==> src/cpu_macros.svh <==
// global width, size and latency constants for the integer execution pipeline
`ifndef CPU_MACROS_SVH
`define CPU_MACROS_SVH

// datapath and immediate widths
`define XLEN 32
`define IMM_W 12

// register file
`define REG_NUM 32
`define REG_AW 5

// instruction queue depth and sender credits
`define INST_CREDITS 4

// word-addressed data memory
`define DMEM_WORDS 64
`define DMEM_AW 6
`define MEM_LATENCY 3

`endif

==> src/cpu_pkg.sv <==
// opcode, unit and memory-state encodings plus the structs passed between stages
`include "cpu_macros.svh"

package cpu_pkg;

    typedef enum logic [3:0] {
        OP_NOP  = 4'd0,
        OP_ADD  = 4'd1,
        OP_SUB  = 4'd2,
        OP_AND  = 4'd3,
        OP_OR   = 4'd4,
        OP_XOR  = 4'd5,
        OP_SLL  = 4'd6,
        OP_SRL  = 4'd7,
        OP_ADDI = 4'd8,
        OP_LW   = 4'd9,
        OP_SW   = 4'd10
    } opcode_e;

    // execution unit picked at issue
    typedef enum logic [1:0] {
        UNIT_NONE = 2'd0,
        UNIT_ALU  = 2'd1,
        UNIT_MEM  = 2'd2
    } unit_e;

    typedef enum logic {
        MEM_IDLE = 1'b0,
        MEM_BUSY = 1'b1
    } mem_state_e;

    // instruction as delivered by the sender
    typedef struct packed {
        opcode_e            opcode;
        logic [`REG_AW-1:0] rd;
        logic [`REG_AW-1:0] rs1;
        logic [`REG_AW-1:0] rs2;
        logic [`IMM_W-1:0]  imm;
    } inst_t;

    // operation handed to an execution unit, operands already read
    typedef struct packed {
        logic               valid;
        opcode_e            op;
        logic [`REG_AW-1:0] rd;
        logic [`XLEN-1:0]   rs1_data;
        logic [`XLEN-1:0]   rs2_data;
        logic [`IMM_W-1:0]  imm;
    } issue_t;

    typedef struct packed {
        logic               valid;
        logic [`REG_AW-1:0] rd;
        logic [`XLEN-1:0]   data;
    } wb_t;

endpackage

==> src/wb_arbiter.sv <==
// writeback arbiter with load priority and a one-entry hold for a displaced ALU result
`timescale 1ns/10ps

module wb_arbiter (
    input  logic         clk,
    input  logic         rst,
    input  cpu_pkg::wb_t alu_res,
    input  cpu_pkg::wb_t mem_res,
    output cpu_pkg::wb_t wb,
    output logic         alu_hold
);

    import cpu_pkg::*;

    wb_t  hold_q;
    logic collide;

    // load and ALU results in the same cycle
    assign collide  = mem_res.valid && alu_res.valid;
    assign alu_hold = hold_q.valid;

    always_comb begin
        if (mem_res.valid) begin
            wb = mem_res;
        end else if (hold_q.valid) begin
            // parked result drains the cycle after the collision
            wb = hold_q;
        end else begin
            wb = alu_res;
        end
    end

    always_ff @(posedge clk or negedge rst) begin
        if (!rst) begin
            hold_q <= '0;
        end else begin
            hold_q <= collide ? alu_res : '0;
        end
    end

endmodule

==> config.mk <==
export PLATFORM = sky130hd
export DESIGN_NAME = wb_arbiter
export DESIGN_NICKNAME = d
export VERILOG_FILES = /design/src/cpu_pkg.sv /design/src/wb_arbiter.sv
export VERILOG_INCLUDE_DIRS = /design/src
export SDC_FILE = /design/constraint.sdc
export NUM_CORES = 1
export LEC_CHECK = 0
export BUFFER_PORTS_ARGS = -buffer_cell sky130_fd_sc_hd__clkbuf_2
export CAP_MARGIN = 20
export CORE_MARGIN = 2
export CORE_UTILIZATION = 40
export CTS_BUF_LIST = sky130_fd_sc_hd__clkbuf_8
export CTS_CLUSTER_DIAMETER = 200
export DETAILED_ROUTE_END_ITERATION = 7
export PLACE_DENSITY_LB_ADDON = 0.2
export SKIP_CTS_REPAIR_TIMING = 1
export SYNTH_ARGS = -nofsm -noshare
export SYNTH_HDL_FRONTEND = slang
export SYNTH_SLANG_ARGS = --single-unit
==> constraint.sdc <==
create_clock -name clk -period 2.7 [get_ports clk]
set_input_delay 0.54 -clock clk [delete_from_list [all_inputs] [get_ports clk]]
set_output_delay 0.54 -clock clk [all_outputs]
set_load 0.02 [all_outputs]
==> results.txt, run 1 <==
The run gives 0 as the number of hold violations in the final report. The largest single stage delay on the critical path is 0.65 ns. Measured on the finished design, the core utilization comes to 56.4%. The number of antenna violations at the first check in global routing came out at 0. The pre-antenna-repair detailed-routing pass consisted of 4 iterations.

The total overflow left after global routing is 0. For the fmax, the log shows 450 MHz. For the final weighted congestion of routability-driven global placement, the log shows 0.758.

The number of global-route vias before repair came out at 1678. The tree is rooted in a sky130_fd_sc_hd__clkbuf_8. When the netlist entered floorplanning its net count stood at 286. Largest fanout on the critical path: 25. TritonCTS built the clock tree. The die covers 5640 um2. VDD sags by at most 0.251 mV. The count of endpoints failing setup in the final report was 0. For the post-route setup TNS, the log shows 0 ns.

The clock drives 38 sinks. The first routing iteration left 97 violations. The logs give 376 for the post-placement cell count and 0.366 mW for the switching power summed over all nets. For this design the static power due to leakage is 1.56 nW. The run gives 12 as the number of unique standard cell types used by synthesis. The internal power of the cells totals 0.895 mW. The share of the clock period used by the worst path is 82.2%, and the slew at the pin closest to its max-slew limit is 0.920 ns. Buffers inserted during clock tree synthesis total 5. The half-perimeter wire length after placement came out at 3160 um. Setup repair after global routing left no endpoint under its margin.

At the worst endpoint, the arrival time is 1.68 ns. The routed layout has 1817 vias. For this run, the number of Yosys warnings is 0.

STA puts the critical path data required time at 2.16 ns. Power spread over the standard cell area amounts to 467 nW/um2. The synthesized netlist occupies a cell area of 2020 um2. Switching part of the total power: 29.0%. For the combinational share of power, the log shows 24.6%. The count of maximum capacitance violations is 0. The largest net degree at the start of global routing came out at 68. STA classifies the critical path endpoint as an output pin.

The completed layout was analyzed and its total power is 1.26 mW. In this run, synthesis produced a sequential element count of 38. The tools report the power share of the clock group as 27.6%.

For the register area share after synthesis, the log shows 47.1%. For this run, design rule violations remaining after detail routing come to 0. Once routing completed, OpenROAD measured the worst setup slack at 0.479 ns. The horizontal die dimension came out at 75.1 um. The core region is 4790 um2. The site row count is 25, and the die outline height is 75.1 um. Summed over all layers, the routed wires come to 4460 um.

The area growth from synthesis to final layout works out to 33.5%. Synthesis produced 208 cells. Once the floorplan was initialized, standard cells occupied 42.2% of the core. The remaining number of nets flagged by the antenna check after routing is 0, and the net total in the final layout is 394.

Critical path start-end classification: flip-flop to output pin. The cell with the largest stage delay on the worst path is sky130_fd_sc_hd__dfrtp_2. The overall track demand over capacity in global routing is 16.5%. The flow ran to the end, and the final reports show no timing, DRC or antenna violations. The detailed-route vias per instance was 4.73; the CTS H-tree depth was 2. 0 antenna diodes ended up in the layout. For this design the top-level I/O count stands at 117. The worst setup path is launched from a flip-flop. The clock period could shrink to 2.22 ns. At the placement stage, the worst setup path has a slack of 0.685 ns. The critical path goes through buf_12, mux2i_1, o21ai_1, clkbuf_2.

In this run the worst hold path is classified as input port to async pin. The maximum buffer depth of the clock tree is 2. In this run the tightest slew margin relative to its limit is 38.6%. The final cell count without fillers is 384. Dividing the detail-routed wire length by the instance count gives 11.6 um. The number of input and output port buffers inserted is 116. The number of pins with negative max-slew slack in the final report was 0. The first global-routing pass estimated 7210 um of wire. Clock-pin slew was measured on the worst setup and hold paths at 0.07 ns. In this run, flip-flops and latches consume 47.8% of the power. Cells with a size suffix above 1 make up 40.1% of the layout. The synthesized area divided by synthesized cell count works out to 9.71 um2.
[final cells by class]
| type | instances | area [um2] |
|---|---|---|
| multi-input cells | 150 | 938 |
| clock buffers | 5 | 68.8 |
| clock inverters | 3 | 11.3 |
| fillers | 455 | 2090 |
| well taps | 67 | 83.8 |
| flip-flops and latches | 38 | 952 |
| repair buffers | 121 | 643 |
[logic make-up (layout without fill, tap and decap cells)]
kind of cell / count (synthesis) / in the layout / share of synthesized area (%)
AOI/OAI and AO/OA: 37 / 37 / 9.16
buffers and inverters: 20 / 129 / 6.50
DFF: 38 / 38 / 47.1
muxes: 37 / 37 / 18.3
and+or+nand+nor: 76 / 76 / 18.9
[Yosys cell counts]
cell type,instances,area share (%)
sky130_fd_sc_hd__dfrtp_1,38,47
sky130_fd_sc_hd__and3_1,37,11
sky130_fd_sc_hd__mux2i_1,37,18
sky130_fd_sc_hd__nand2_1,37,6.9
sky130_fd_sc_hd__o21ai_1,37,9.2
sky130_fd_sc_hd__buf_2,10,2.5
sky130_fd_sc_hd__clkbuf_1,6,1.1
sky130_fd_sc_hd__buf_12,2,2.0
sky130_fd_sc_hd__and2_1,1,0.31
sky130_fd_sc_hd__buf_4,1,0.37
sky130_fd_sc_hd__buf_6,1,0.56
sky130_fd_sc_hd__or3_1,1,0.31
[power by group through the flow]
stage	registers (mW)	logic, mW	clock network (mW)
after floorplan	0.607	0.192	0
after global placement	0.613	0.310	0
after detailed placement	0.614	0.315	0
after CTS	0.603	0.316	0.364
after global routing	0.605	0.347	0.388
final	0.603	0.310	0.348
[layer usage]
metal | GRT usage [%] | part of all wire (%) | vias to the layer above | routed length, um
met4 | 3.57 | 0.43 | 0 | 19
met2 | 28.0 | 46 | 68 | 2060
met1 | 20.6 | 45 | 810 | 2020
li1 | - | - | 937 | -
met5 | 0 | 0 | - | 0
met3 | 5.35 | 7.8 | 2 | 348
[through the flow]
stage	hold slack, ns	cell area, um2
global route	0.467	2700
CTS	0.424	2700
finish	0.388	2700
detailed placement	0.728	2620
global placement	0.721	2620
floorplan	0.244	2020
[critical path, delay by kind of cell (launching register included)]
family                 cells  cell delay (ns)
muxes                      1             0.23
buffers and inverters      2             0.43
AOI/OAI and AO/OA          1             0.08
DFF                        1             0.65
[state kept, by name, indices dropped and copies added (netlist names)]
signal    count
hold_q       37
alu_hold      1
[path summary, 6_finish.rpt]
path | from | endpoint | slack [ns] | cells past startpoint
setup / recovery | alu_hold | wb[15] | 0.48 | 4
hold / removal | rst | hold_q[1] | 0.39 | 1
max in group asynchronous | rst | alu_hold | 1.68 | 1
min in group clk | alu_res[35] | hold_q[35] | 0.51 | 2
[cells in the final DEF, fill, tap and decap left out]
cell,n
sky130_fd_sc_hd__nand2_1,37
sky130_fd_sc_hd__and3_1,37
sky130_fd_sc_hd__buf_12,2
sky130_fd_sc_hd__buf_2,1
sky130_fd_sc_hd__dfrtp_2,1
sky130_fd_sc_hd__buf_4,3
sky130_fd_sc_hd__o21ai_1,37
sky130_fd_sc_hd__dfrtp_1,37
sky130_fd_sc_hd__or3_1,1
sky130_fd_sc_hd__clkbuf_2,115
sky130_fd_sc_hd__inv_1,3
sky130_fd_sc_hd__clkbuf_8,5
sky130_fd_sc_hd__mux2i_1,37
sky130_fd_sc_hd__and2_1,1
(Power assumes the default switching activity.)
==> run 2, diff against run 1 <==
--- a/config.mk
+++ b/config.mk
@@ -6,6 +6,7 @@
 export SDC_FILE = /design/constraint.sdc
 export NUM_CORES = 1
 export LEC_CHECK = 0
+export ABC_AREA = 1
 export BUFFER_PORTS_ARGS = -buffer_cell sky130_fd_sc_hd__clkbuf_2
 export CAP_MARGIN = 20
 export CORE_MARGIN = 2
==> constraint.sdc (replaced) <==
create_clock -name clk -period 2.2 [get_ports clk]
set_input_delay 0.44 -clock clk [delete_from_list [all_inputs] [get_ports clk]]
set_output_delay 0.44 -clock clk [all_outputs]
set_load 0.02 [all_outputs]
==> run 2 against run 1 <==
First-iteration DRC count fell by 30%; clock power increased by 26%; routed wire length grew 20%; synthesized cell count up 73%; largest power group unchanged.
==> results.txt, run 2 <==
The tools report the number of clock sinks as 38 (unchanged). The tools report the synthesized instance count as 359 (+73%). For the relative slew slack, the log shows 66.8% (+28 points).

The tools report the kind of capture point of the worst setup path as an output pin. The largest fanout on the critical path was 39 (+56%). The class of the worst hold path was input port to async pin. The number of input and output port buffers inserted was 116 (unchanged); the total congestion overflow after global routing was 0 (unchanged).

The tools report the register area as 951 um2 (-0.13%). The tools report the register area share after synthesis as 40.8% (-6.3 points). The number of primary I/O pins is 117 (unchanged), and the count of maximum capacitance violations is 0 (unchanged). For the wire length reported by the detailed router, the log shows 5350 um (+20%). The run gives 5570 um2 (+16%) as the core region area. The final worst setup slack is 0.273 ns (-0.207 ns). The power per standard cell area works out to 542 nW/um2 (+16%).

The half-perimeter wire length after placement came out at 3660 um (+16%). Flip-flop count of the largest register, all copies and words added: 37 (unchanged). The most common cell after layout, fill and taps aside is sky130_fd_sc_hd__nand2_1. The tools report the net total in the final layout as 546 (+39%). The initial cell density of the core was 41.8% (-0.38 points). Detailed-route vias per instance: 4.24 (-10%). The critical path goes through buf_4, nand2_1, nand3_1, nand2_1, clkbuf_2. Setup repair after global routing left no endpoint under its margin. The run gives 0.744 (-1.8%) as the final weighted congestion of routability-driven global placement.

The critical path launch point was alu_hold. The number of antenna violations at the first check in global routing was 0 (unchanged); the site row count was 27 (+8.0%). For the number of global-route vias before repair, the log shows 2134 (+27%). Total area of multi-input combinational cells: 916 um2 (-2.4%).

Summed over all instances, the cell type with the most area after synthesis is sky130_fd_sc_hd__dfrtp_1. The tools report the total DRC errors in the routed layout as 0 (unchanged). The data arrival at the endpoint of the critical path is 1.49 ns (-0.19 ns). The cell with the largest stage delay on the worst path was sky130_fd_sc_hd__buf_4. The slew at the pin closest to its max-slew limit is 0.498 ns (-0.423 ns), and the leakage power is 1.92 nW (+23%). The post-route total power came out at 1.60 mW (+27%). The flip-flop and latch count after synthesis was 38 (unchanged); the horizontal die dimension was 80.4 um (+7.0%).

For the initial detailed-routing violation count, the log shows 68 (-30%). The category of the worst setup path launch point is a flip-flop. The logs give 2 (unchanged) for the CTS H-tree depth and 17.8% (+1.3 points) for the overall track demand over capacity in global routing.

The number of enable flip-flop cells after synthesis is 0 (unchanged). The total via count after detailed routing was 2288 (+26%); the die outline height was 80.4 um (+7.0%). Number of filler cells placed in the layout: 565 (+24%). The length of the first detailed-routing pass in iterations was 4 (unchanged); the global-route wire length before repair was 9140 um (+27%).

The fmax came out at 519 MHz. The count of synthesis-stage warnings from yosys was 0 (unchanged). The remaining number of nets flagged by the antenna check after routing was 0 (unchanged). The top cell type's share of synthesized area was 40.8% (-6.3 points). The net count after synthesis is 437 (+53%).

The routed length per placed instance came out at 9.91 um (-15%). The flow ran to the end, and the final reports show no timing, DRC or antenna violations. The count of endpoints failing setup in the final report came out at 0 (unchanged).

The largest net degree at the start of global routing is 40 (-41%), and the biggest cell delay along the critical path is 0.40 ns (-0.25 ns). The worst ir drop on vdd is 0.300 mV (+20%), and the post-synthesis cell area is 2330 um2 (+15%). In this run the worst setup path terminates at wb[29]. Library cell appearing most often on the critical path: sky130_fd_sc_hd__nand2_1. For the maximum buffer depth of the clock tree, the log shows 2 (unchanged). The number of hold violations in the final report is 0 (unchanged), and the number of pins with negative max-slew slack in the final report is 0 (unchanged). For the finished layout, the period the worst path requires is 1.93 ns. The data required time of the critical path is 1.76 ns (-0.40 ns), and the share of flip-flops with an asynchronous set or reset after synthesis is 100% (unchanged). The share of cells above drive strength 1 was 29.9% (-10 points). The run gives 5 (unchanged) as the TritonCTS buffer count. The tools report the die area as 6460 um2 (+15%).

TritonCTS built the clock tree. After synthesis, the most frequently instantiated cells are 150 x sky130_fd_sc_hd__nand2_1, 75 x sky130_fd_sc_hd__inv_1, 38 x sky130_fd_sc_hd__dfrtp_1. The run gives 0 ns (unchanged) as the post-route setup TNS. The most flop-heavy register was hold_q. The top cell types in the final layout, fill and taps aside, are 150 x sky130_fd_sc_hd__nand2_1, 116 x sky130_fd_sc_hd__clkbuf_2, 75 x sky130_fd_sc_hd__inv_1. The post-placement setup slack came out at 0.462 ns (-0.223 ns). Synthesized area divided by synthesized cell count: 6.50 um2 (-33%). The most used flip-flop cell after synthesis is sky130_fd_sc_hd__dfrtp_1. In the post-synthesis netlist, the biggest area contributors are sky130_fd_sc_hd__dfrtp_1 41%, sky130_fd_sc_hd__nand2_1 24%, sky130_fd_sc_hd__inv_1 12%.

The tools report the clock root buffer as sky130_fd_sc_hd__clkbuf_8. Compared with the post-synthesis result, the final layout area differs by 26.8%. The cell with the most instances after synthesis is sky130_fd_sc_hd__nand2_1. The number of unique standard cell types used by synthesis is 10 (-2), and the clock transition at the registers of the reported paths is 0.07 ns (about the same).

The setup path with the least slack is of type flip-flop to output pin. The final critical path takes up 87.6% of the cycle. Core utilization of the finished layout: 53.1% (-3.3 points). The tools report the number of antenna diodes as 0 (unchanged).
## run 2: power by group
group | internal, mW | leakage (nW) | switching (mW)
logic | 0.161 | 1.37 | 0.274
clock network | 0.212 | 0.0438 | 0.224
registers | 0.725 | 0.511 | 0.00703
## run 2: critical path, delay by kind of cell, from the launching register on
kind	cells	cell delay, ns
flip-flops	1	0.39
buffers and inverters	2	0.55
AND/OR/NAND/NOR	3	0.27
## run 2: worst min-delay path by stage
| stage | start | endpoint | slack [ns] |
|---|---|---|---|
| after CTS | rst | hold_q[5] | 0.12 |
| after global placement | rst | hold_q[5] | 0.43 |
| after floorplan | rst | alu_hold | 0.14 |
| after global routing | rst | hold_q[5] | 0.14 |
| final | rst | hold_q[1] | 0.11 |
| after detailed placement | rst | hold_q[5] | 0.42 |
## run 2: routing by layer
layer,vias up,share of wire [%],track usage [%]
li1,1237,-,-
met1,973,46,21.8
met2,72,46,31.0
met3,6,6.6,4.38
met4,0,1.1,4.92
met5,-,0,0
## run 2: final cells by class
cell class / instances / share of cell area, %
inverters: 77 / 9.86
multi-input cells: 225 / 31.0
well taps: 72 / 3.05
flip-flops and latches: 38 / 32.1
repair buffers: 121 / 21.3
clock buffers: 5 / 2.33
clock inverters: 2 / 0.338
## run 2: cells by family after synthesis
family / Yosys count / share of synthesized area [%]
and+or+nand+nor: 225 / 39.3
DFF: 38 / 40.8
buffers and inverters: 96 / 20.0
## run 2: metrics by stage
step | cell area (um2) | instances | hold WS (ns)
3_5_place_dp | 2880 | 533 | 0.425
6_report | 2960 | 540 | 0.109
5_1_grt | 2960 | 540 | 0.139
2_1_floorplan | 2330 | 359 | 0.144
4_1_cts | 2960 | 540 | 0.115
3_3_place_gp | 2880 | 533 | 0.432
