<file path="config.mk">
export PLATFORM = sky130hd
export DESIGN_NAME = issue_stage
export DESIGN_NICKNAME = d
export VERILOG_FILES = /design/src/cpu_pkg.sv /design/src/reg_file.sv /design/src/issue_stage.sv
export VERILOG_INCLUDE_DIRS = /design/src
export SDC_FILE = /design/constraint.sdc
export NUM_CORES = 2
export LEC_CHECK = 0
export BUFFER_PORTS_ARGS = -buffer_cell sky130_fd_sc_hd__buf_2
export CORE_MARGIN = 5
export CORE_UTILIZATION = 56
export DETAILED_ROUTE_END_ITERATION = 10
export MAX_ROUTING_LAYER = met4
export PLACE_DENSITY_LB_ADDON = 0.15
export SETUP_SLACK_MARGIN = 0.3
export SKIP_CTS_REPAIR_TIMING = 1
export SYNTH_ARGS = -nofsm -noshare
export SYNTH_HDL_FRONTEND = slang
export SYNTH_HIERARCHICAL = 1
export SYNTH_SLANG_ARGS = --single-unit
</file>
<file path="constraint.sdc">
create_clock -name clk -period 9.8 [get_ports clk]
set_clock_uncertainty 0.2 [all_clocks]
set_input_delay 0.98 -clock clk [delete_from_list [all_inputs] [get_ports clk]]
set_output_delay 0.98 -clock clk [all_outputs]
set_load 0.1 [all_outputs]
</file>
<file path="src/cpu_macros.svh">
// global width, size and latency constants for the integer execution pipeline
`ifndef CPU_MACROS_SVH
`define CPU_MACROS_SVH

// datapath and immediate widths
`define XLEN 32
`define IMM_W 12

// register file
`define REG_NUM 32
`define REG_AW 5

// instruction queue depth and sender credits
`define INST_CREDITS 4

// word-addressed data memory
`define DMEM_WORDS 64
`define DMEM_AW 6
`define MEM_LATENCY 3

`endif

</file>
<file path="src/cpu_pkg.sv">
// opcode, unit and memory-state encodings plus the structs passed between stages
`include "cpu_macros.svh"

package cpu_pkg;

    typedef enum logic [3:0] {
        OP_NOP  = 4'd0,
        OP_ADD  = 4'd1,
        OP_SUB  = 4'd2,
        OP_AND  = 4'd3,
        OP_OR   = 4'd4,
        OP_XOR  = 4'd5,
        OP_SLL  = 4'd6,
        OP_SRL  = 4'd7,
        OP_ADDI = 4'd8,
        OP_LW   = 4'd9,
        OP_SW   = 4'd10
    } opcode_e;

    // execution unit picked at issue
    typedef enum logic [1:0] {
        UNIT_NONE = 2'd0,
        UNIT_ALU  = 2'd1,
        UNIT_MEM  = 2'd2
    } unit_e;

    typedef enum logic {
        MEM_IDLE = 1'b0,
        MEM_BUSY = 1'b1
    } mem_state_e;

    // instruction as delivered by the sender
    typedef struct packed {
        opcode_e            opcode;
        logic [`REG_AW-1:0] rd;
        logic [`REG_AW-1:0] rs1;
        logic [`REG_AW-1:0] rs2;
        logic [`IMM_W-1:0]  imm;
    } inst_t;

    // operation handed to an execution unit, operands already read
    typedef struct packed {
        logic               valid;
        opcode_e            op;
        logic [`REG_AW-1:0] rd;
        logic [`XLEN-1:0]   rs1_data;
        logic [`XLEN-1:0]   rs2_data;
        logic [`IMM_W-1:0]  imm;
    } issue_t;

    typedef struct packed {
        logic               valid;
        logic [`REG_AW-1:0] rd;
        logic [`XLEN-1:0]   data;
    } wb_t;

endpackage

</file>
<file path="src/reg_file.sv">
// two-read one-write register file with r0 fixed at zero and write-through reads
`timescale 1ns/10ps
`include "cpu_macros.svh"

module reg_file (
    input  logic               clk,
    input  logic               rst,
    input  logic [`REG_AW-1:0] rs1_addr,
    input  logic [`REG_AW-1:0] rs2_addr,
    output logic [`XLEN-1:0]   rs1_data,
    output logic [`XLEN-1:0]   rs2_data,
    input  cpu_pkg::wb_t       wb
);

    logic [`XLEN-1:0] regs [`REG_NUM];
    logic             wr_en;

    // r0 never takes a write
    assign wr_en = wb.valid && (wb.rd != '0);

    always_ff @(posedge clk or negedge rst) begin
        if (!rst) begin
            for (int i = 0; i < `REG_NUM; i++) begin
                regs[i] <= '0;
            end
        end else if (wr_en) begin
            regs[wb.rd] <= wb.data;
        end
    end

    // a read in the writeback cycle sees the value being written
    always_comb begin
        if (rs1_addr == '0) begin
            rs1_data = '0;
        end else if (wr_en && (wb.rd == rs1_addr)) begin
            rs1_data = wb.data;
        end else begin
            rs1_data = regs[rs1_addr];
        end
        if (rs2_addr == '0) begin
            rs2_data = '0;
        end else if (wr_en && (wb.rd == rs2_addr)) begin
            rs2_data = wb.data;
        end else begin
            rs2_data = regs[rs2_addr];
        end
    end

endmodule

</file>
<file path="src/issue_stage.sv">
// issue stage with instruction queue, scoreboard, operand read and unit dispatch
`timescale 1ns/10ps
`include "cpu_macros.svh"

module issue_stage (
    input  logic            clk,
    input  logic            rst,
    input  logic            inst_valid,
    input  cpu_pkg::inst_t  inst,
    output logic            credit_return,
    input  cpu_pkg::wb_t    wb,
    input  logic            mem_busy,
    input  logic            alu_hold,
    output cpu_pkg::issue_t alu_op,
    output cpu_pkg::issue_t mem_op
);

    import cpu_pkg::*;

    localparam int QW  = $clog2(`INST_CREDITS);
    localparam int LDW = $clog2(`MEM_LATENCY + 1);

    inst_t               queue [`INST_CREDITS];
    logic [QW-1:0]       wr_ptr;
    logic [QW-1:0]       rd_ptr;
    logic [QW:0]         count;
    inst_t               head;
    logic                head_valid;
    logic [`REG_NUM-1:0] pending;
    unit_e               unit;
    logic                use_rs1, use_rs2, use_rd;
    logic                rs1_busy, rs2_busy, rd_busy;
    logic                unit_ready;
    logic                dispatch;
    logic                sets_rd;
    logic [`XLEN-1:0]    rs1_data;
    logic [`XLEN-1:0]    rs2_data;
    logic [LDW-1:0]      load_due;
    issue_t              slot;

    assign head       = queue[rd_ptr];
    assign head_valid = (count != '0);

    // decode the queue head into unit and register usage
    always_comb begin
        unit    = UNIT_NONE;
        use_rs1 = 1'b0;
        use_rs2 = 1'b0;
        use_rd  = 1'b0;
        case (head.opcode)
            OP_ADD, OP_SUB, OP_AND, OP_OR, OP_XOR, OP_SLL, OP_SRL: begin
                unit    = UNIT_ALU;
                use_rs1 = 1'b1;
                use_rs2 = 1'b1;
                use_rd  = 1'b1;
            end
            OP_ADDI: begin
                unit    = UNIT_ALU;
                use_rs1 = 1'b1;
                use_rd  = 1'b1;
            end
            OP_LW: begin
                unit    = UNIT_MEM;
                use_rs1 = 1'b1;
                use_rd  = 1'b1;
            end
            OP_SW: begin
                unit    = UNIT_MEM;
                use_rs1 = 1'b1;
                use_rs2 = 1'b1;
            end
            default: ;
        endcase
    end

    // a register written back this cycle already counts as free
    assign rs1_busy = use_rs1 && pending[head.rs1] && !(wb.valid && wb.rd == head.rs1);
    assign rs2_busy = use_rs2 && pending[head.rs2] && !(wb.valid && wb.rd == head.rs2);
    assign rd_busy  = use_rd && pending[head.rd] && !(wb.valid && wb.rd == head.rd);

    // an ALU op picked one cycle before a load result would land on the hold drain
    always_comb begin
        case (unit)
            UNIT_ALU: unit_ready = !alu_hold && (load_due != LDW'(1));
            UNIT_MEM: unit_ready = !mem_busy;
            default:  unit_ready = 1'b1;
        endcase
    end

    assign dispatch      = head_valid && !rs1_busy && !rs2_busy && !rd_busy && unit_ready;
    assign credit_return = dispatch;
    assign sets_rd       = use_rd && (head.rd != '0);

    always_ff @(posedge clk) begin
        if (inst_valid) begin
            queue[wr_ptr] <= inst;
        end
    end

    always_ff @(posedge clk or negedge rst) begin
        if (!rst) begin
            wr_ptr   <= '0;
            rd_ptr   <= '0;
            count    <= '0;
            pending  <= '0;
            load_due <= '0;
        end else begin
            if (inst_valid) begin
                wr_ptr <= wr_ptr + 1'b1;
            end
            if (dispatch) begin
                rd_ptr <= rd_ptr + 1'b1;
            end
            count <= count + (QW+1)'(inst_valid) - (QW+1)'(dispatch);
            // set after clear so a freed rd can be claimed again at once
            if (wb.valid) begin
                pending[wb.rd] <= 1'b0;
            end
            if (dispatch && sets_rd) begin
                pending[head.rd] <= 1'b1;
            end
            if (dispatch && sets_rd && (head.opcode == OP_LW)) begin
                load_due <= LDW'(`MEM_LATENCY);
            end else if (load_due != '0) begin
                load_due <= load_due - 1'b1;
            end
        end
    end

    always_comb begin
        slot.valid    = dispatch;
        slot.op       = head.opcode;
        slot.rd       = head.rd;
        slot.rs1_data = rs1_data;
        slot.rs2_data = rs2_data;
        slot.imm      = head.imm;
    end

    always_ff @(posedge clk or negedge rst) begin
        if (!rst) begin
            alu_op <= '0;
            mem_op <= '0;
        end else begin
            alu_op <= (unit == UNIT_ALU) ? slot : '0;
            mem_op <= (unit == UNIT_MEM) ? slot : '0;
        end
    end

    reg_file u_reg_file (
        .clk      (clk),
        .rst      (rst),
        .rs1_addr (head.rs1),
        .rs2_addr (head.rs2),
        .rs1_data (rs1_data),
        .rs2_data (rs2_data),
        .wb       (wb)
    );

endmodule

</file>
==> metrics.txt <==
# TYPE chip_impl_metric gauge
chip_impl_metric{name="cts_htree_levels",unit=""} 4
chip_impl_info{name="grt_setup_unrepaired",value="no"} 1
chip_impl_info{name="tritoncts_clock_tree",value="yes"} 1
chip_impl_metric{name="via_count_of_the_first_global_routing_pass",unit=""} 46400
chip_impl_metric{name="max-vdd-ir-drop",unit="V"} 0.000695
chip_impl_metric{name="pwr-share-comb",unit="%"} 50.7
chip_impl_metric{name="syn-num-nets",unit=""} 4900
chip_impl_metric{name="grt_util_met3",unit="%"} 10.2
chip_impl_metric{name="ant_nets",unit=""} 0
chip_impl_metric{name="fp-row-count",unit=""} 128
chip_impl_metric{name="post_detailed_route_wirelength_per_cell",unit="µm"} 34.4
chip_impl_metric{name="grt_max_degree",unit=""} 168
chip_impl_metric{name="antenna_found_initial",unit=""} 19
chip_impl_metric{name="grtUsageMet1",unit="%"} 49.7
chip_impl_metric{name="initial_utilization",unit="%"} 56.4
chip_impl_metric{name="design.die.area",unit="µm²"} 130000
chip_impl_metric{name="chipWidth",unit="µm"} 361
chip_impl_info{name="r2r_start",value="rd_ptr[0]"} 1
chip_impl_metric{name="setup_ws",unit="ns"} 2.98
chip_impl_metric{name="critical_path_required",unit="ns"} 8.62
chip_impl_metric{name="ff2ff_setup_slack",unit="ns"} 3.74
chip_impl_metric{name="synth_enable_flop_cells",unit=""} 124
chip_impl_metric{name="number_of_storage_elements_in_the_synthesis_netlist",unit=""} 1361
chip_impl_metric{name="core",unit="µm²"} 122000
chip_impl_metric{name="preCtsSetupSlack",unit="ns"} 3.77
chip_impl_metric{name="drc_marker_count_from_the_first_detailed_route_iteration",unit=""} 6048
chip_impl_metric{name="number_of_vias_in_the_routed_layout",unit=""} 46000
chip_impl_metric{name="period_needed",unit="ns"} 6.82
chip_impl_info{name="grt-busiest-layer",value="met2"} 1
chip_impl_metric{name="final_cells",unit=""} 6602
chip_impl_metric{name="tritoncts_num_sinks",unit=""} 1361
chip_impl_metric{name="asyncSetResetFlopFracSynth",unit="%"} 90.9
chip_impl_metric{name="path_clk_slew",unit="ns"} 0.06
chip_impl_metric{name="top_area_cell_type_share_of_the_netlist_area",unit="%"} 45.0
chip_impl_info{name="critical_path.endpoint_type",value="primary output"} 1
chip_impl_metric{name="timing.final.max_slew_violations",unit=""} 0
chip_impl_metric{name="gpl.final_weighted_congestion",unit=""} 0.884
chip_impl_metric{name="detailed_place_hpwl",unit="mm"} 130
chip_impl_metric{name="post_route_cells_drive_above_1_share",unit="%"} 42.5
chip_impl_metric{name="cap_viol_max_count",unit=""} 0
chip_impl_metric{name="synthesis.area_per_instance",unit="µm²"} 14.3
chip_impl_info{name="layout.cells.most_common",value="dfrtp_1"} 1
chip_impl_metric{name="post_synth_num_cell_types",unit=""} 81
chip_impl_metric{name="via_per_inst",unit=""} 6.97
chip_impl_metric{name="grt-ovfl-total",unit=""} 0
chip_impl_metric{name="numCtsBuffers",unit=""} 149
chip_impl_info{name="ys_top_cells_by_area",value="dfrtp_1, mux2_2, mux4_2"} 1
chip_impl_metric{name="r2r.worst_path.cells",unit=""} 12
chip_impl_metric{name="wire_length_of_the_first_global_routing_pass",unit="mm"} 330
chip_impl_info{name="setup.worst_path.class",value="register to primary output"} 1
chip_impl_metric{name="max_clock_freq",unit="MHz"} 147
chip_impl_metric{name="global_route.usage.met2",unit="%"} 50.1
chip_impl_metric{name="cp.arrival",unit="ns"} 5.64
chip_impl_metric{name="clock_tree.buffer_depth",unit=""} 3
chip_impl_metric{name="worstSkewPairLatency",unit="ns"} 0.78
chip_impl_metric{name="power.switching",unit="µW"} 11900
chip_impl_metric{name="die_height",unit="µm"} 361
chip_impl_info{name="ys_flop_type",value="dfrtp_1"} 1
chip_impl_metric{name="power.leakage",unit="µW"} 0.0334
chip_impl_info{name="worst_setup_path_start_kind",value="register"} 1
chip_impl_metric{name="numPlacedInstances",unit=""} 6314
chip_impl_metric{name="max_slew_margin",unit="%"} 14.9
chip_impl_metric{name="finalInstanceArea",unit="µm²"} 76000
chip_impl_info{name="synth_area_leader_cell",value="dfrtp_1"} 1
chip_impl_info{name="cts.root.buffer_cell",value="clkbuf_16"} 1
chip_impl_metric{name="intPower",unit="µW"} 15400
chip_impl_metric{name="gr-usage-all-layers",unit="%"} 35.6
chip_impl_metric{name="period_share",unit="%"} 69.6
chip_impl_metric{name="number_of_ports_placed_on_the_die_boundary",unit=""} 247
chip_impl_metric{name="power-per-cell-area",unit="nW/µm²"} 360
chip_impl_metric{name="finalHoldViolations",unit=""} 0
chip_impl_metric{name="finalWirelength",unit="mm"} 227
chip_impl_metric{name="path_max_fanout",unit=""} 38
chip_impl_metric{name="finish.net_count",unit=""} 4925
chip_impl_metric{name="cell_area_after_synthesis",unit="µm²"} 68900
chip_impl_metric{name="count_of_warnings_emitted_by_yosys",unit=""} 6
chip_impl_info{name="most-common-layout-cells",value="dfrtp_1, mux2_2, mux4_2"} 1
chip_impl_metric{name="detailed_place.area",unit="µm²"} 70800
chip_impl_metric{name="syn-instance-count",unit=""} 4815
chip_impl_metric{name="power_switching_share",unit="%"} 43.6
chip_impl_info{name="worst_r2r_endpoint",value="alu_op[62]"} 1
chip_impl_metric{name="synth_sequential_area_ratio",unit="%"} 50.4
chip_impl_metric{name="detail_route.drc_violations",unit=""} 0
chip_impl_metric{name="power.clock.fraction",unit="%"} 21.5
chip_impl_info{name="hold_path_class",value="input port to asynchronous set/reset pin"} 1
chip_impl_metric{name="power_frac_seq",unit="%"} 27.8
chip_impl_info{name="status",value="finished clean"} 1
chip_impl_metric{name="setup-tns-final",unit="ns"} 0
chip_impl_metric{name="drt-pass1-iter-count",unit=""} 6
chip_impl_metric{name="transition_time_of_the_tightest_slew_check_pin",unit="ns"} 1.27
chip_impl_metric{name="area.growth.synth_to_final",unit="%"} 10.4
chip_impl_metric{name="i_o_buffers",unit=""} 246
chip_impl_metric{name="timing.final.setup_violations",unit=""} 0
-- sequential cells by signal, indices dropped and copies added, names as in the netlist --
name and cells:
wr_ptr 2, count 3, u_reg_file/regs 1024, load_due 2
queue 124, alu_op 86, mem_op 86, rd_ptr 2
pending 32
-- cell families (layout without fill, tap and decap cells) --
logic type,count (synthesis),in the layout,synth area share (%)
multiplexers,1748,1748,34.8
other,0,19,0
XOR/XNOR,32,32,0.407
AO/OA/AOI/OAI,515,515,5.40
flip-flops,1361,1361,50.4
AND/OR/NAND/NOR,633,633,4.88
buffers and inverters,515,658,3.90
adder cells (fa/ha/maj),11,11,0.211
-- cells in the mapped netlist (all sizes together), types with 4 or more instances --
| cell type | n |
|---|---|
| mux2i | 313 |
| edfxtp | 124 |
| nand2b | 12 |
| o41ai | 23 |
| xnor2 | 12 |
| nand3 | 29 |
| nor2 | 137 |
| clkbuf | 250 |
| nor4b | 9 |
| a22oi | 61 |
| dfrtp | 1237 |
| buf | 239 |
| o22a | 7 |
| nand4 | 4 |
| or3b | 4 |
| nor3b | 5 |
| inv | 24 |
| o22ai | 93 |
| nor4 | 21 |
| or3 | 10 |
| a211oi | 41 |
| ha | 10 |
| mux4 | 412 |
| and2 | 181 |
| nor3 | 73 |
| a21oi | 38 |
| nand3b | 13 |
| o2111ai | 6 |
| or2 | 7 |
| nor2b | 25 |
| a311oi | 4 |
| mux2 | 1023 |
| a22o | 6 |
| nand2 | 98 |
| o211ai | 21 |
| a221oi | 41 |
| o221ai | 5 |
| a2111oi | 8 |
| o21ai | 101 |
| xor2 | 20 |
| a221o | 39 |
-- stage by stage --
stage	hold slack (ns)	total power (µW)	util [%]
floorplan	0.238	17300	-
global placement	0.177	21100	58.0
detailed placement	0.180	21300	58.0
CTS	0.0275	27200	62.3
global route	0.0436	28300	62.3
finish	0.0150	27400	62.3
-- area by class of cell --
type	count	area [µm²]
clock inverters	68	890
diodes	19	47.5
clock buffers	201	4270
multi-input cells	2939	31800
fillers	9291	46000
well taps	1625	2030
repair buffers	364	2240
inverters	25	93.8
flip-flops and latches	1361	34700
-- power by group through the flow --
stage | clock [µW] | sequential (µW) | combinational, µW
6_report | 5890 | 7610 | 13900
3_5_place_dp | 0 | 7670 | 13600
2_1_floorplan | 0 | 8680 | 8590
4_1_cts | 5970 | 7580 | 13600
5_1_grt | 6190 | 7730 | 14400
3_3_place_gp | 0 | 7620 | 13500
-- how the worst max path moves through the flow --
stage          slack, ns      start       endpoint  cells after the start
2_1_floorplan       5.02  rd_ptr[0]       count[1]                     17
3_3_place_gp        3.77  rd_ptr[0]  credit_return                     11
3_5_place_dp        3.77  rd_ptr[0]  credit_return                     11
4_1_cts             2.91  rd_ptr[0]  credit_return                     11
5_1_grt             2.65  rd_ptr[0]  credit_return                     11
6_report            2.98  rd_ptr[0]  credit_return                     11
-- worst max-delay path: stages (launching register included) --
cell	delay [ns]
dfrtp_2	0.46
buf_4	0.50
mux4_4	0.85
buf_4	0.67
mux2i_1	0.27
o22ai_1	0.10
or3_1	0.31
o311a_1	0.15
o21ai_4	0.37
nand3_4	0.39
inv_1	0.26
buf_2	0.46
-- routing by layer --
layer  vias to the layer above  wire length [µm]
li1                      18400                 -
met1                     24300             92600
met2                      2748             99200
met3                       563             25700
met4                         0              9420
met5                         -                 0
No activity file was read; power rests on OpenSTA's default activity.
