[src/cpu_macros.svh]
// global width, size and latency constants for the integer execution pipeline
`ifndef CPU_MACROS_SVH
`define CPU_MACROS_SVH

// datapath and immediate widths
`define XLEN 32
`define IMM_W 12

// register file
`define REG_NUM 32
`define REG_AW 5

// instruction queue depth and sender credits
`define INST_CREDITS 4

// word-addressed data memory
`define DMEM_WORDS 64
`define DMEM_AW 6
`define MEM_LATENCY 3

`endif

[src/cpu_pkg.sv]
// opcode, unit and memory-state encodings plus the structs passed between stages
`include "cpu_macros.svh"

package cpu_pkg;

    typedef enum logic [3:0] {
        OP_NOP  = 4'd0,
        OP_ADD  = 4'd1,
        OP_SUB  = 4'd2,
        OP_AND  = 4'd3,
        OP_OR   = 4'd4,
        OP_XOR  = 4'd5,
        OP_SLL  = 4'd6,
        OP_SRL  = 4'd7,
        OP_ADDI = 4'd8,
        OP_LW   = 4'd9,
        OP_SW   = 4'd10
    } opcode_e;

    // execution unit picked at issue
    typedef enum logic [1:0] {
        UNIT_NONE = 2'd0,
        UNIT_ALU  = 2'd1,
        UNIT_MEM  = 2'd2
    } unit_e;

    typedef enum logic {
        MEM_IDLE = 1'b0,
        MEM_BUSY = 1'b1
    } mem_state_e;

    // instruction as delivered by the sender
    typedef struct packed {
        opcode_e            opcode;
        logic [`REG_AW-1:0] rd;
        logic [`REG_AW-1:0] rs1;
        logic [`REG_AW-1:0] rs2;
        logic [`IMM_W-1:0]  imm;
    } inst_t;

    // operation handed to an execution unit, operands already read
    typedef struct packed {
        logic               valid;
        opcode_e            op;
        logic [`REG_AW-1:0] rd;
        logic [`XLEN-1:0]   rs1_data;
        logic [`XLEN-1:0]   rs2_data;
        logic [`IMM_W-1:0]  imm;
    } issue_t;

    typedef struct packed {
        logic               valid;
        logic [`REG_AW-1:0] rd;
        logic [`XLEN-1:0]   data;
    } wb_t;

endpackage

[src/ex_alu.sv]
// ALU execution unit producing a registered writeback one cycle after the op
`timescale 1ns/10ps
`include "cpu_macros.svh"

module ex_alu (
    input  logic            clk,
    input  logic            rst,
    input  cpu_pkg::issue_t alu_op,
    output cpu_pkg::wb_t    alu_res
);

    import cpu_pkg::*;

    localparam int SHW = $clog2(`XLEN);

    logic [`XLEN-1:0] imm_ext;
    logic [`XLEN-1:0] result;
    logic             writes;

    assign imm_ext = {{(`XLEN-`IMM_W){alu_op.imm[`IMM_W-1]}}, alu_op.imm};

    always_comb begin
        writes = 1'b1;
        case (alu_op.op)
            OP_ADD:  result = alu_op.rs1_data + alu_op.rs2_data;
            OP_SUB:  result = alu_op.rs1_data - alu_op.rs2_data;
            OP_AND:  result = alu_op.rs1_data & alu_op.rs2_data;
            OP_OR:   result = alu_op.rs1_data | alu_op.rs2_data;
            OP_XOR:  result = alu_op.rs1_data ^ alu_op.rs2_data;
            // shift amount is the low bits of rs2 only
            OP_SLL:  result = alu_op.rs1_data << alu_op.rs2_data[SHW-1:0];
            OP_SRL:  result = alu_op.rs1_data >> alu_op.rs2_data[SHW-1:0];
            OP_ADDI: result = alu_op.rs1_data + imm_ext;
            default: begin
                result = '0;
                writes = 1'b0;
            end
        endcase
    end

    always_ff @(posedge clk or negedge rst) begin
        if (!rst) begin
            alu_res <= '0;
        end else begin
            // no writeback for r0 targets
            alu_res.valid <= alu_op.valid && writes && (alu_op.rd != '0);
            alu_res.rd    <= alu_op.rd;
            alu_res.data  <= result;
        end
    end

endmodule

[config.mk]
export PLATFORM = sky130hd
export DESIGN_NAME = ex_alu
export DESIGN_NICKNAME = d
export VERILOG_FILES = /design/src/cpu_pkg.sv /design/src/ex_alu.sv
export VERILOG_INCLUDE_DIRS = /design/src
export SDC_FILE = /design/constraint.sdc
export NUM_CORES = 1
export LEC_CHECK = 0
export ABC_AREA = 1
export BUFFER_PORTS_ARGS = -buffer_cell sky130_fd_sc_hd__buf_2
export CORE_MARGIN = 2
export CORE_UTILIZATION = 45
export CTS_CLUSTER_DIAMETER = 30
export DETAILED_ROUTE_END_ITERATION = 12
export PLACE_DENSITY = 0.76
export RECOVER_POWER = 25
export SYNTH_ARGS = -nofsm -noshare
export SYNTH_HDL_FRONTEND = slang
export SYNTH_SLANG_ARGS = --single-unit
[constraint.sdc]
create_clock -name clk -period 0.8 [get_ports clk]
set_input_delay 0.16 -clock clk [delete_from_list [all_inputs] [get_ports clk]]
set_output_delay 0.16 -clock clk [all_outputs]
set_load 0.01 [all_outputs]
==> run_summary.xml, run 1 <==
<?xml version="1.0" encoding="UTF-8"?>
<metrics>
  <group name="synth">
    <metric name="post_synth.cell_area_avg" unit="um2">5.80</metric>
    <metric name="post_synthesis_cell_count" unit="">1554</metric>
    <metric name="synth_nets" unit="">1746</metric>
    <metric name="ys_top_cells_by_area" unit="">nand2_1, ha_1, dfrtp_1</metric>
    <metric name="synth_edf_count" unit="">0</metric>
    <metric name="synthesis.yosys.warnings" unit="">0</metric>
    <metric name="asyncSetResetFlopFracSynth" unit="%">100</metric>
    <metric name="synth_seq_area_share" unit="%">10.5</metric>
    <metric name="yosysUniqueCellTypes" unit="">53</metric>
    <metric name="synth_largest_area_cell" unit="">nand2_1</metric>
    <metric name="total_of_flip_flops_plus_latches_after_synthesis" unit="">38</metric>
    <metric name="synth_flop_cell" unit="">dfrtp_1</metric>
    <metric name="post_synthesis_instance_area" unit="mm2">0.00902</metric>
    <metric name="synthDominantCellAreaShare" unit="%">17.2</metric>
  </group>
  <group name="clocking">
    <metric name="cts-buffers-inserted" unit="">5</metric>
    <metric name="clockRootBuffer" unit="">clkbuf_16</metric>
    <metric name="cts.htree.levels" unit="">2</metric>
    <metric name="maximum_clock_path_buffer_count" unit="">2</metric>
    <metric name="tritoncts_num_sinks" unit="">38</metric>
  </group>
  <group name="place">
    <metric name="numPortBuffers" unit="">125</metric>
    <metric name="hpwl" unit="um">40500</metric>
    <metric name="preCtsSetupSlack" unit="ps">-2420</metric>
    <metric name="place.gp.congestion" unit="">1.09</metric>
  </group>
  <group name="status">
    <metric name="run_status" unit="">did not finish</metric>
    <metric name="stage_where_the_run_ended" unit="">global routing</metric>
    <metric name="error" unit="">[ERROR GRT-0232] Routing congestion too high. Check the congestion heatmap in the GUI.</metric>
  </group>
  <group name="global_routing">
    <metric name="largest_net_degree_at_the_start_of_global_routing" unit="">85</metric>
    <metric name="grt_usage" unit="%">64.7</metric>
    <metric name="globalRouteOverflowTotal" unit="">4</metric>
  </group>
  <group name="timing">
    <metric name="worstEpCategory" unit="">register data pin</metric>
    <metric name="crit_endpoint" unit="">alu_res[31]$_DFF_PN0_/D</metric>
  </group>
  <group name="floorplanning">
    <metric name="top_level_i_o_count" unit="">126</metric>
    <metric name="die-height" unit="um">146</metric>
    <metric name="die_width" unit="um">146</metric>
    <metric name="placementRows" unit="">51</metric>
    <metric name="initial_util" unit="%">46.0</metric>
  </group>
</metrics>
-- what timing repair did --
item                                    in CTS
endpoints found under the hold margin       40
hold buffers                                 3
cloned                                       3
gates resized for setup                    336
endpoints found under the setup margin      71
setup buffers                               41
pin swaps                                  103
-- through the flow --
step	util [%]	TNS (ps)	instance area [um2]	hold slack [ps]	std cells
floorplan	-	-50600	9230	-136	1554
global placement	67.2	-67270	13200	146	2307
detailed placement	67.2	-69220	13200	148	2307
CTS	77.6	-56180	15200	7.47	2356
-- cell families after synthesis --
family	share of synthesized area [%]
buffers and inverters	10.1
AO/OA/AOI/OAI	26.1
AND/OR/NAND/NOR	37.0
multiplexers	1.44
adder cells (fa/ha/maj)	14.5
flip-flops	10.5
XOR/XNOR	0.388
-- Yosys cell counts (3+ instances only) --
cell,instances
buf_2,28
or2_1,4
xor2_1,3
a221oi_1,21
o21a_1,22
mux2i_1,13
a211oi_1,7
o21ai_1,89
nand3_1,132
o21bai_1,6
nand2_1,413
inv_1,134
or2_2,11
nor2_2,6
o21ai_0,91
nor3_1,12
ha_1,103
nor2_1,168
nand4_1,20
a22oi_1,14
nand3_2,4
inv_2,8
a21oi_1,76
dfrtp_1,38
a31oi_1,9
o211ai_1,39
or2_0,3
buf_6,8
buf_1,11
clkbuf_1,26
-- metal layers --
metal | overflow | track usage (%)
met1 | 0 | 70.3
met2 | 1 | 82.9
met3 | 0 | 43.9
met4 | 3 | 56.4
met5 | 0 | 13.9
==> run 2, diff against run 1 <==
--- a/config.mk
+++ b/config.mk
@@ -9,10 +9,9 @@
 export ABC_AREA = 1
 export BUFFER_PORTS_ARGS = -buffer_cell sky130_fd_sc_hd__buf_2
 export CORE_MARGIN = 2
-export CORE_UTILIZATION = 45
-export CTS_CLUSTER_DIAMETER = 30
+export CORE_UTILIZATION = 30
 export DETAILED_ROUTE_END_ITERATION = 12
-export PLACE_DENSITY = 0.76
+export PLACE_DENSITY_LB_ADDON = 0.15
 export RECOVER_POWER = 25
 export SYNTH_ARGS = -nofsm -noshare
 export SYNTH_HDL_FRONTEND = slang
==> run 2 against run 1 <==
Effect of this change:
- the flow now finishes, with violations (negative setup slack)
- synthesized area unchanged
- synthesized cell count unchanged
==> run_summary.xml, run 2 <==
<?xml version="1.0" encoding="UTF-8"?>
<metrics>
  <group name="hold_path">
    <metric name="hold_path_end" unit="">alu_res[37]$_DFF_PN0_</metric>
    <metric name="hp-start" unit="">alu_op[84]</metric>
    <metric name="hold-path-cell-count" unit="">2</metric>
    <metric name="min_path_type" unit="">in -&gt; reg</metric>
  </group>
  <group name="clocking">
    <metric name="worst_setup_hold_path_clk_slew" unit="ps">60</metric>
    <metric name="cts-buffers-inserted" unit="">5</metric>
    <metric name="clockRootBuffer" unit="">clkbuf_16</metric>
    <metric name="maximum_clock_path_buffer_count" unit="">2</metric>
    <metric name="cts_tree" unit="">built</metric>
    <metric name="tritoncts_num_sinks" unit="">38</metric>
    <metric name="cts.htree.levels" unit="">2</metric>
  </group>
  <group name="pwr">
    <metric name="power.density_cell_area" unit="mW/mm2">1020</metric>
    <metric name="peakVddDrop" unit="mV">1.20</metric>
    <metric name="static_leakage" unit="nW">7.92</metric>
  </group>
  <group name="synth">
    <metric name="synth_seq_area_share" unit="%">10.5</metric>
    <metric name="post_synthesis_cell_count" unit="">1554</metric>
    <metric name="yosys.cell_count.top_type" unit="">nand2_1</metric>
    <metric name="synth_largest_area_cell" unit="">nand2_1</metric>
    <metric name="synth_flop_cell" unit="">dfrtp_1</metric>
    <metric name="total_of_flip_flops_plus_latches_after_synthesis" unit="">38</metric>
    <metric name="yosysUniqueCellTypes" unit="">53</metric>
    <metric name="asyncSetResetFlopFracSynth" unit="%">100</metric>
    <metric name="synthDominantCellAreaShare" unit="%">17.2</metric>
    <metric name="synth_common_cells" unit="">nand2_1, nor2_1, inv_1</metric>
    <metric name="post_synthesis_instance_area" unit="mm2">0.00902</metric>
    <metric name="ys_top_cells_by_area" unit="">nand2_1, ha_1, dfrtp_1</metric>
    <metric name="post_synth.cell_area_avg" unit="um2">5.80</metric>
    <metric name="synth_nets" unit="">1746</metric>
    <metric name="synth_edf_count" unit="">0</metric>
    <metric name="synthesis.yosys.warnings" unit="">0</metric>
  </group>
  <group name="routing">
    <metric name="routed_via_density" unit="">5.35</metric>
    <metric name="antenna_violating_nets_post_route" unit="">0</metric>
    <metric name="count_of_unresolved_drc_violations_after_routing" unit="">0</metric>
    <metric name="drt_wl_total" unit="um">54500</metric>
    <metric name="routed_wire_length_per_instance" unit="um">21.7</metric>
    <metric name="route.vias.total" unit="">13400</metric>
    <metric name="detailedRoute.firstPassIterationCount" unit="">7</metric>
    <metric name="detail_route.iter0.violations" unit="">1327</metric>
  </group>
  <group name="place">
    <metric name="numPortBuffers" unit="">125</metric>
    <metric name="place.gp.congestion" unit="">1.03</metric>
    <metric name="hpwl" unit="um">43900</metric>
    <metric name="preCtsSetupSlack" unit="ps">-2680</metric>
    <metric name="dpl.cell_count" unit="">2440</metric>
    <metric name="dpl-instance-area" unit="mm2">0.0135</metric>
  </group>
  <group name="final_layout">
    <metric name="drive_above_1_share" unit="%">48.6</metric>
    <metric name="largest_register" unit="">alu_res</metric>
    <metric name="syn2layout_area_growth" unit="%">85.8</metric>
    <metric name="layout.cell_area.non_filler" unit="mm2">0.0168</metric>
    <metric name="final_cell_mix" unit="">buf_4, nand2_1, nor2_1</metric>
    <metric name="layoutNonFillerInstCount" unit="">2512</metric>
    <metric name="fin_nets" unit="">2312</metric>
    <metric name="reg_top3" unit="">alu_res: 38 flops</metric>
    <metric name="final_common_cell" unit="">buf_4</metric>
    <metric name="largest_reg_flops" unit="">38</metric>
  </group>
  <group name="timing">
    <metric name="timing.final.crit_share" unit="%">329</metric>
    <metric name="worst-slew-pin-transition" unit="ps">597</metric>
    <metric name="final-max-slew-violation-count" unit="">0</metric>
    <metric name="final_critical_path_setup_slack" unit="ps">-1830</metric>
    <metric name="worst_slew_margin_rel" unit="%">59.8</metric>
    <metric name="min_period" unit="ps">2630</metric>
    <metric name="hold_violations" unit="">0</metric>
    <metric name="fmax" unit="MHz">380</metric>
    <metric name="fin_tns_setup" unit="ps">-57690</metric>
    <metric name="timing.final.setup_violations" unit="">71</metric>
    <metric name="rsz0062_at_grt" unit="">true</metric>
  </group>
  <group name="setup_path">
    <metric name="setup.worst_path.class" unit="">in -&gt; reg</metric>
    <metric name="required_time_at_the_endpoint_of_the_critical_path" unit="ps">930</metric>
    <metric name="critical_path_capture_point_type" unit="">register</metric>
    <metric name="worstPathMaxFanout" unit="">3</metric>
    <metric name="worstSetupStartpointType" unit="">input pin</metric>
    <metric name="critPathArrivalTime" unit="ps">2760</metric>
  </group>
  <group name="global_routing">
    <metric name="antenna_violations_before_repair" unit="">2</metric>
    <metric name="grt_pass1_vias" unit="">12800</metric>
    <metric name="largest_net_degree_at_the_start_of_global_routing" unit="">85</metric>
    <metric name="grt_usage" unit="%">34.0</metric>
    <metric name="globalRouteOverflowTotal" unit="">0</metric>
    <metric name="global_route_wire_length_before_repair" unit="um">79400</metric>
  </group>
  <group name="floorplanning">
    <metric name="fp.coreArea" unit="mm2">0.0296</metric>
    <metric name="die-height" unit="um">177</metric>
    <metric name="fp.dieArea" unit="mm2">0.0315</metric>
    <metric name="initial_util" unit="%">30.4</metric>
    <metric name="top_level_i_o_count" unit="">126</metric>
    <metric name="placementRows" unit="">63</metric>
    <metric name="die_width" unit="um">177</metric>
  </group>
  <group name="job">
    <metric name="maxCapViolations" unit="">0</metric>
  </group>
  <group name="status">
    <metric name="run_status" unit="">complete, but fails checks</metric>
    <metric name="violated_checks" unit="">negative setup slack</metric>
  </group>
</metrics>
==> run 2: cell counts after synthesis <==
No cell type changed its count.
==> run 2: where the power goes <==
group | internal [mW] | leakage, nW | total (mW) | switching [mW]
Sequential | 2.15 | 0.490 | 2.22 | 0.0780
Clock | 1.79 | 0.0940 | 2.70 | 0.909
Combinational | 5.51 | 7.34 | 12.2 | 6.70
==> run 2: cell type report <==
| class | instances | area [um2] |
|---|---|---|
| Tap cell | 390 | 488 |
| Sequential cell | 38 | 951 |
| Timing Repair Buffer | 633 | 5120 |
| Fill cell | 2865 | 12900 |
| Multi-Input combinational cell | 1300 | 9430 |
| Clock inverter | 3 | 68.8 |
| Antenna cell | 1 | 2.50 |
| Inverter | 142 | 569 |
| Clock buffer | 5 | 125 |
==> run 2: metrics by stage <==
stage / hold WS, ps / util, % / total power, mW
final: 102 / 56.5 / 17.1
after global placement: 150 / 45.5 / 11.1
after detailed placement: 148 / 45.5 / 11.1
after global routing: 101 / 56.5 / 18.0
after CTS: 87.0 / 52.6 / 15.7
after floorplan: -136 / - / 6.28
==> run 2: routing by layer <==
layer	vias to the layer above	GRT usage, %	wire [um]
met2	589	54.0	24100
li1	6435	-	-
met1	6333	48.1	24200
met4	0	10.2	1810
met5	-	0	0
met3	86	3.77	4350
==> run 2: what timing repair did <==
item,CTS,global route
resized for setup,381,217
hold buffers,6,0
gates cloned,1,1
endpoints found under the setup margin,71,71
pin swaps,129,151
hold endpoints to repair,43,0
buffers inserted,30,35
==> run 2: worst max path at each step <==
stage                from                     to  slack, ps
2_1_floorplan  alu_op[13]  alu_res[23]$_DFF_PN0_      -1840
3_3_place_gp   alu_op[16]  alu_res[14]$_DFF_PN0_      -2700
3_5_place_dp   alu_op[16]  alu_res[14]$_DFF_PN0_      -2680
4_1_cts        alu_op[17]  alu_res[30]$_DFF_PN0_      -1800
5_1_grt        alu_op[17]  alu_res[30]$_DFF_PN0_      -1930
6_report       alu_op[17]  alu_res[14]$_DFF_PN0_      -1830
==> run 2: cells by family (layout without fill, tap and decap cells) <==
group	count (synthesis)	count (layout)	share of synthesized area, %
xor gates and xnor gates	4	4	0.388
other	0	1	0
DFF	38	38	10.5
and+or+nand+nor	786	786	37.0
adders and majority gates	104	104	14.5
AOI/OAI and AO/OA	393	393	26.1
muxes	13	13	1.44
buffers and inverters	216	783	10.1
==> run 2: critical path: stages <==
cell and delay (ps):
buf_8 100, nor2_4 130, buf_6 120, nand2_4 50, nor2_4 130, buf_12 130, buf_6 90, buf_6 80
nand2_4 40, a32oi_2 220, nand2_2 170, ha_4 290, a21oi_4 210, o21ai_4 110, a21oi_2 170, nand2_2 100
or2_4 230, nand3_2 80, nand4_1 160
Note: power is estimated with default switching activity, not from simulation.
==> run 3, diff against run 2 <==
--- a/config.mk
+++ b/config.mk
@@ -9,9 +9,10 @@
 export ABC_AREA = 1
 export BUFFER_PORTS_ARGS = -buffer_cell sky130_fd_sc_hd__buf_2
 export CORE_MARGIN = 2
-export CORE_UTILIZATION = 30
+export CORE_UTILIZATION = 55
 export DETAILED_ROUTE_END_ITERATION = 12
-export PLACE_DENSITY_LB_ADDON = 0.15
+export MAX_ROUTING_LAYER = met4
+export PLACE_DENSITY = 0.77
 export RECOVER_POWER = 25
 export SYNTH_ARGS = -nofsm -noshare
 export SYNTH_HDL_FRONTEND = slang
==> run 3 against run 2 <==
Effect of this change:
- the flow now stops in global routing
- synthesized cell count stayed put
- synthesized area stayed put
==> run_summary.xml, run 3 <==
<?xml version="1.0" encoding="UTF-8"?>
<metrics>
  <group name="synth">
    <metric name="ys_top_cells_by_area" unit="">nand2_1, ha_1, dfrtp_1</metric>
    <metric name="total_of_flip_flops_plus_latches_after_synthesis" unit="">38</metric>
    <metric name="synth_seq_area_share" unit="%">10.5</metric>
    <metric name="yosysUniqueCellTypes" unit="">53</metric>
    <metric name="post_synthesis_cell_count" unit="">1554</metric>
    <metric name="post_synth.cell_area_avg" unit="um2">5.80</metric>
    <metric name="synth_common_cells" unit="">nand2_1, nor2_1, inv_1</metric>
    <metric name="post_synthesis_instance_area" unit="mm2">0.00902</metric>
    <metric name="yosys.cell_count.top_type" unit="">nand2_1</metric>
    <metric name="synthDominantCellAreaShare" unit="%">17.2</metric>
    <metric name="synth_flop_cell" unit="">dfrtp_1</metric>
    <metric name="synth_nets" unit="">1746</metric>
    <metric name="asyncSetResetFlopFracSynth" unit="%">100</metric>
    <metric name="synth_largest_area_cell" unit="">nand2_1</metric>
    <metric name="synthesis.yosys.warnings" unit="">0</metric>
    <metric name="synth_edf_count" unit="">0</metric>
  </group>
  <group name="floorplanning">
    <metric name="placementRows" unit="">46</metric>
    <metric name="top_level_i_o_count" unit="">126</metric>
    <metric name="die-height" unit="um">132</metric>
    <metric name="die_width" unit="um">132</metric>
    <metric name="initial_util" unit="%">56.6</metric>
  </group>
  <group name="clocking">
    <metric name="cts.htree.levels" unit="">2</metric>
    <metric name="cts-buffers-inserted" unit="">5</metric>
    <metric name="maximum_clock_path_buffer_count" unit="">2</metric>
    <metric name="tritoncts_num_sinks" unit="">38</metric>
    <metric name="clockRootBuffer" unit="">clkbuf_16</metric>
  </group>
  <group name="place">
    <metric name="hpwl" unit="um">37200</metric>
    <metric name="dpl.cell_count" unit="">2229</metric>
    <metric name="place.gp.congestion" unit="">1.21</metric>
    <metric name="numPortBuffers" unit="">125</metric>
  </group>
  <group name="global_routing">
    <metric name="grt_usage" unit="%">77.0</metric>
    <metric name="globalRouteOverflowTotal" unit="">44</metric>
    <metric name="grt_pass1_vias" unit="">17500</metric>
    <metric name="global_route_wire_length_before_repair" unit="um">101000</metric>
    <metric name="largest_net_degree_at_the_start_of_global_routing" unit="">85</metric>
  </group>
  <group name="status">
    <metric name="stage_where_the_run_ended" unit="">global routing</metric>
    <metric name="run_status" unit="">did not finish</metric>
    <metric name="error" unit="">[ERROR GRT-0116] Global routing finished with congestion. Check the congestion regions in the DRC Viewer.</metric>
  </group>
</metrics>
-- run 3: per-stage QoR --
step | setup WS, ps | TNS, ps | instance area, um2
floorplan | -1840 | -50600 | 9230
detailed placement | -2380 | -67840 | 12900
CTS | -1760 | -55460 | 14600
global placement | -2340 | -66300 | 12900
-- run 3: timing repair --
item,CTS
hold buffers,3
setup endpoints to repair,71
endpoints found under the hold margin,40
cloned,3
setup buffers,37
pin swaps,101
resized for setup,284
-- run 3: kinds of logic after synthesis --
group / share of synthesized area (%)
simple gates: 37.0
compound gates: 26.1
buf+inv: 10.1
fa+ha+maj: 14.5
flops: 10.5
mux: 1.44
xor+xnor: 0.388
-- run 3: routing by layer --
layer  GRT overflow  global-route usage [%]
met5              -                       -
met2             21                    92.7
met3              0                    55.7
met4             23                    77.7
met1              0                    77.0
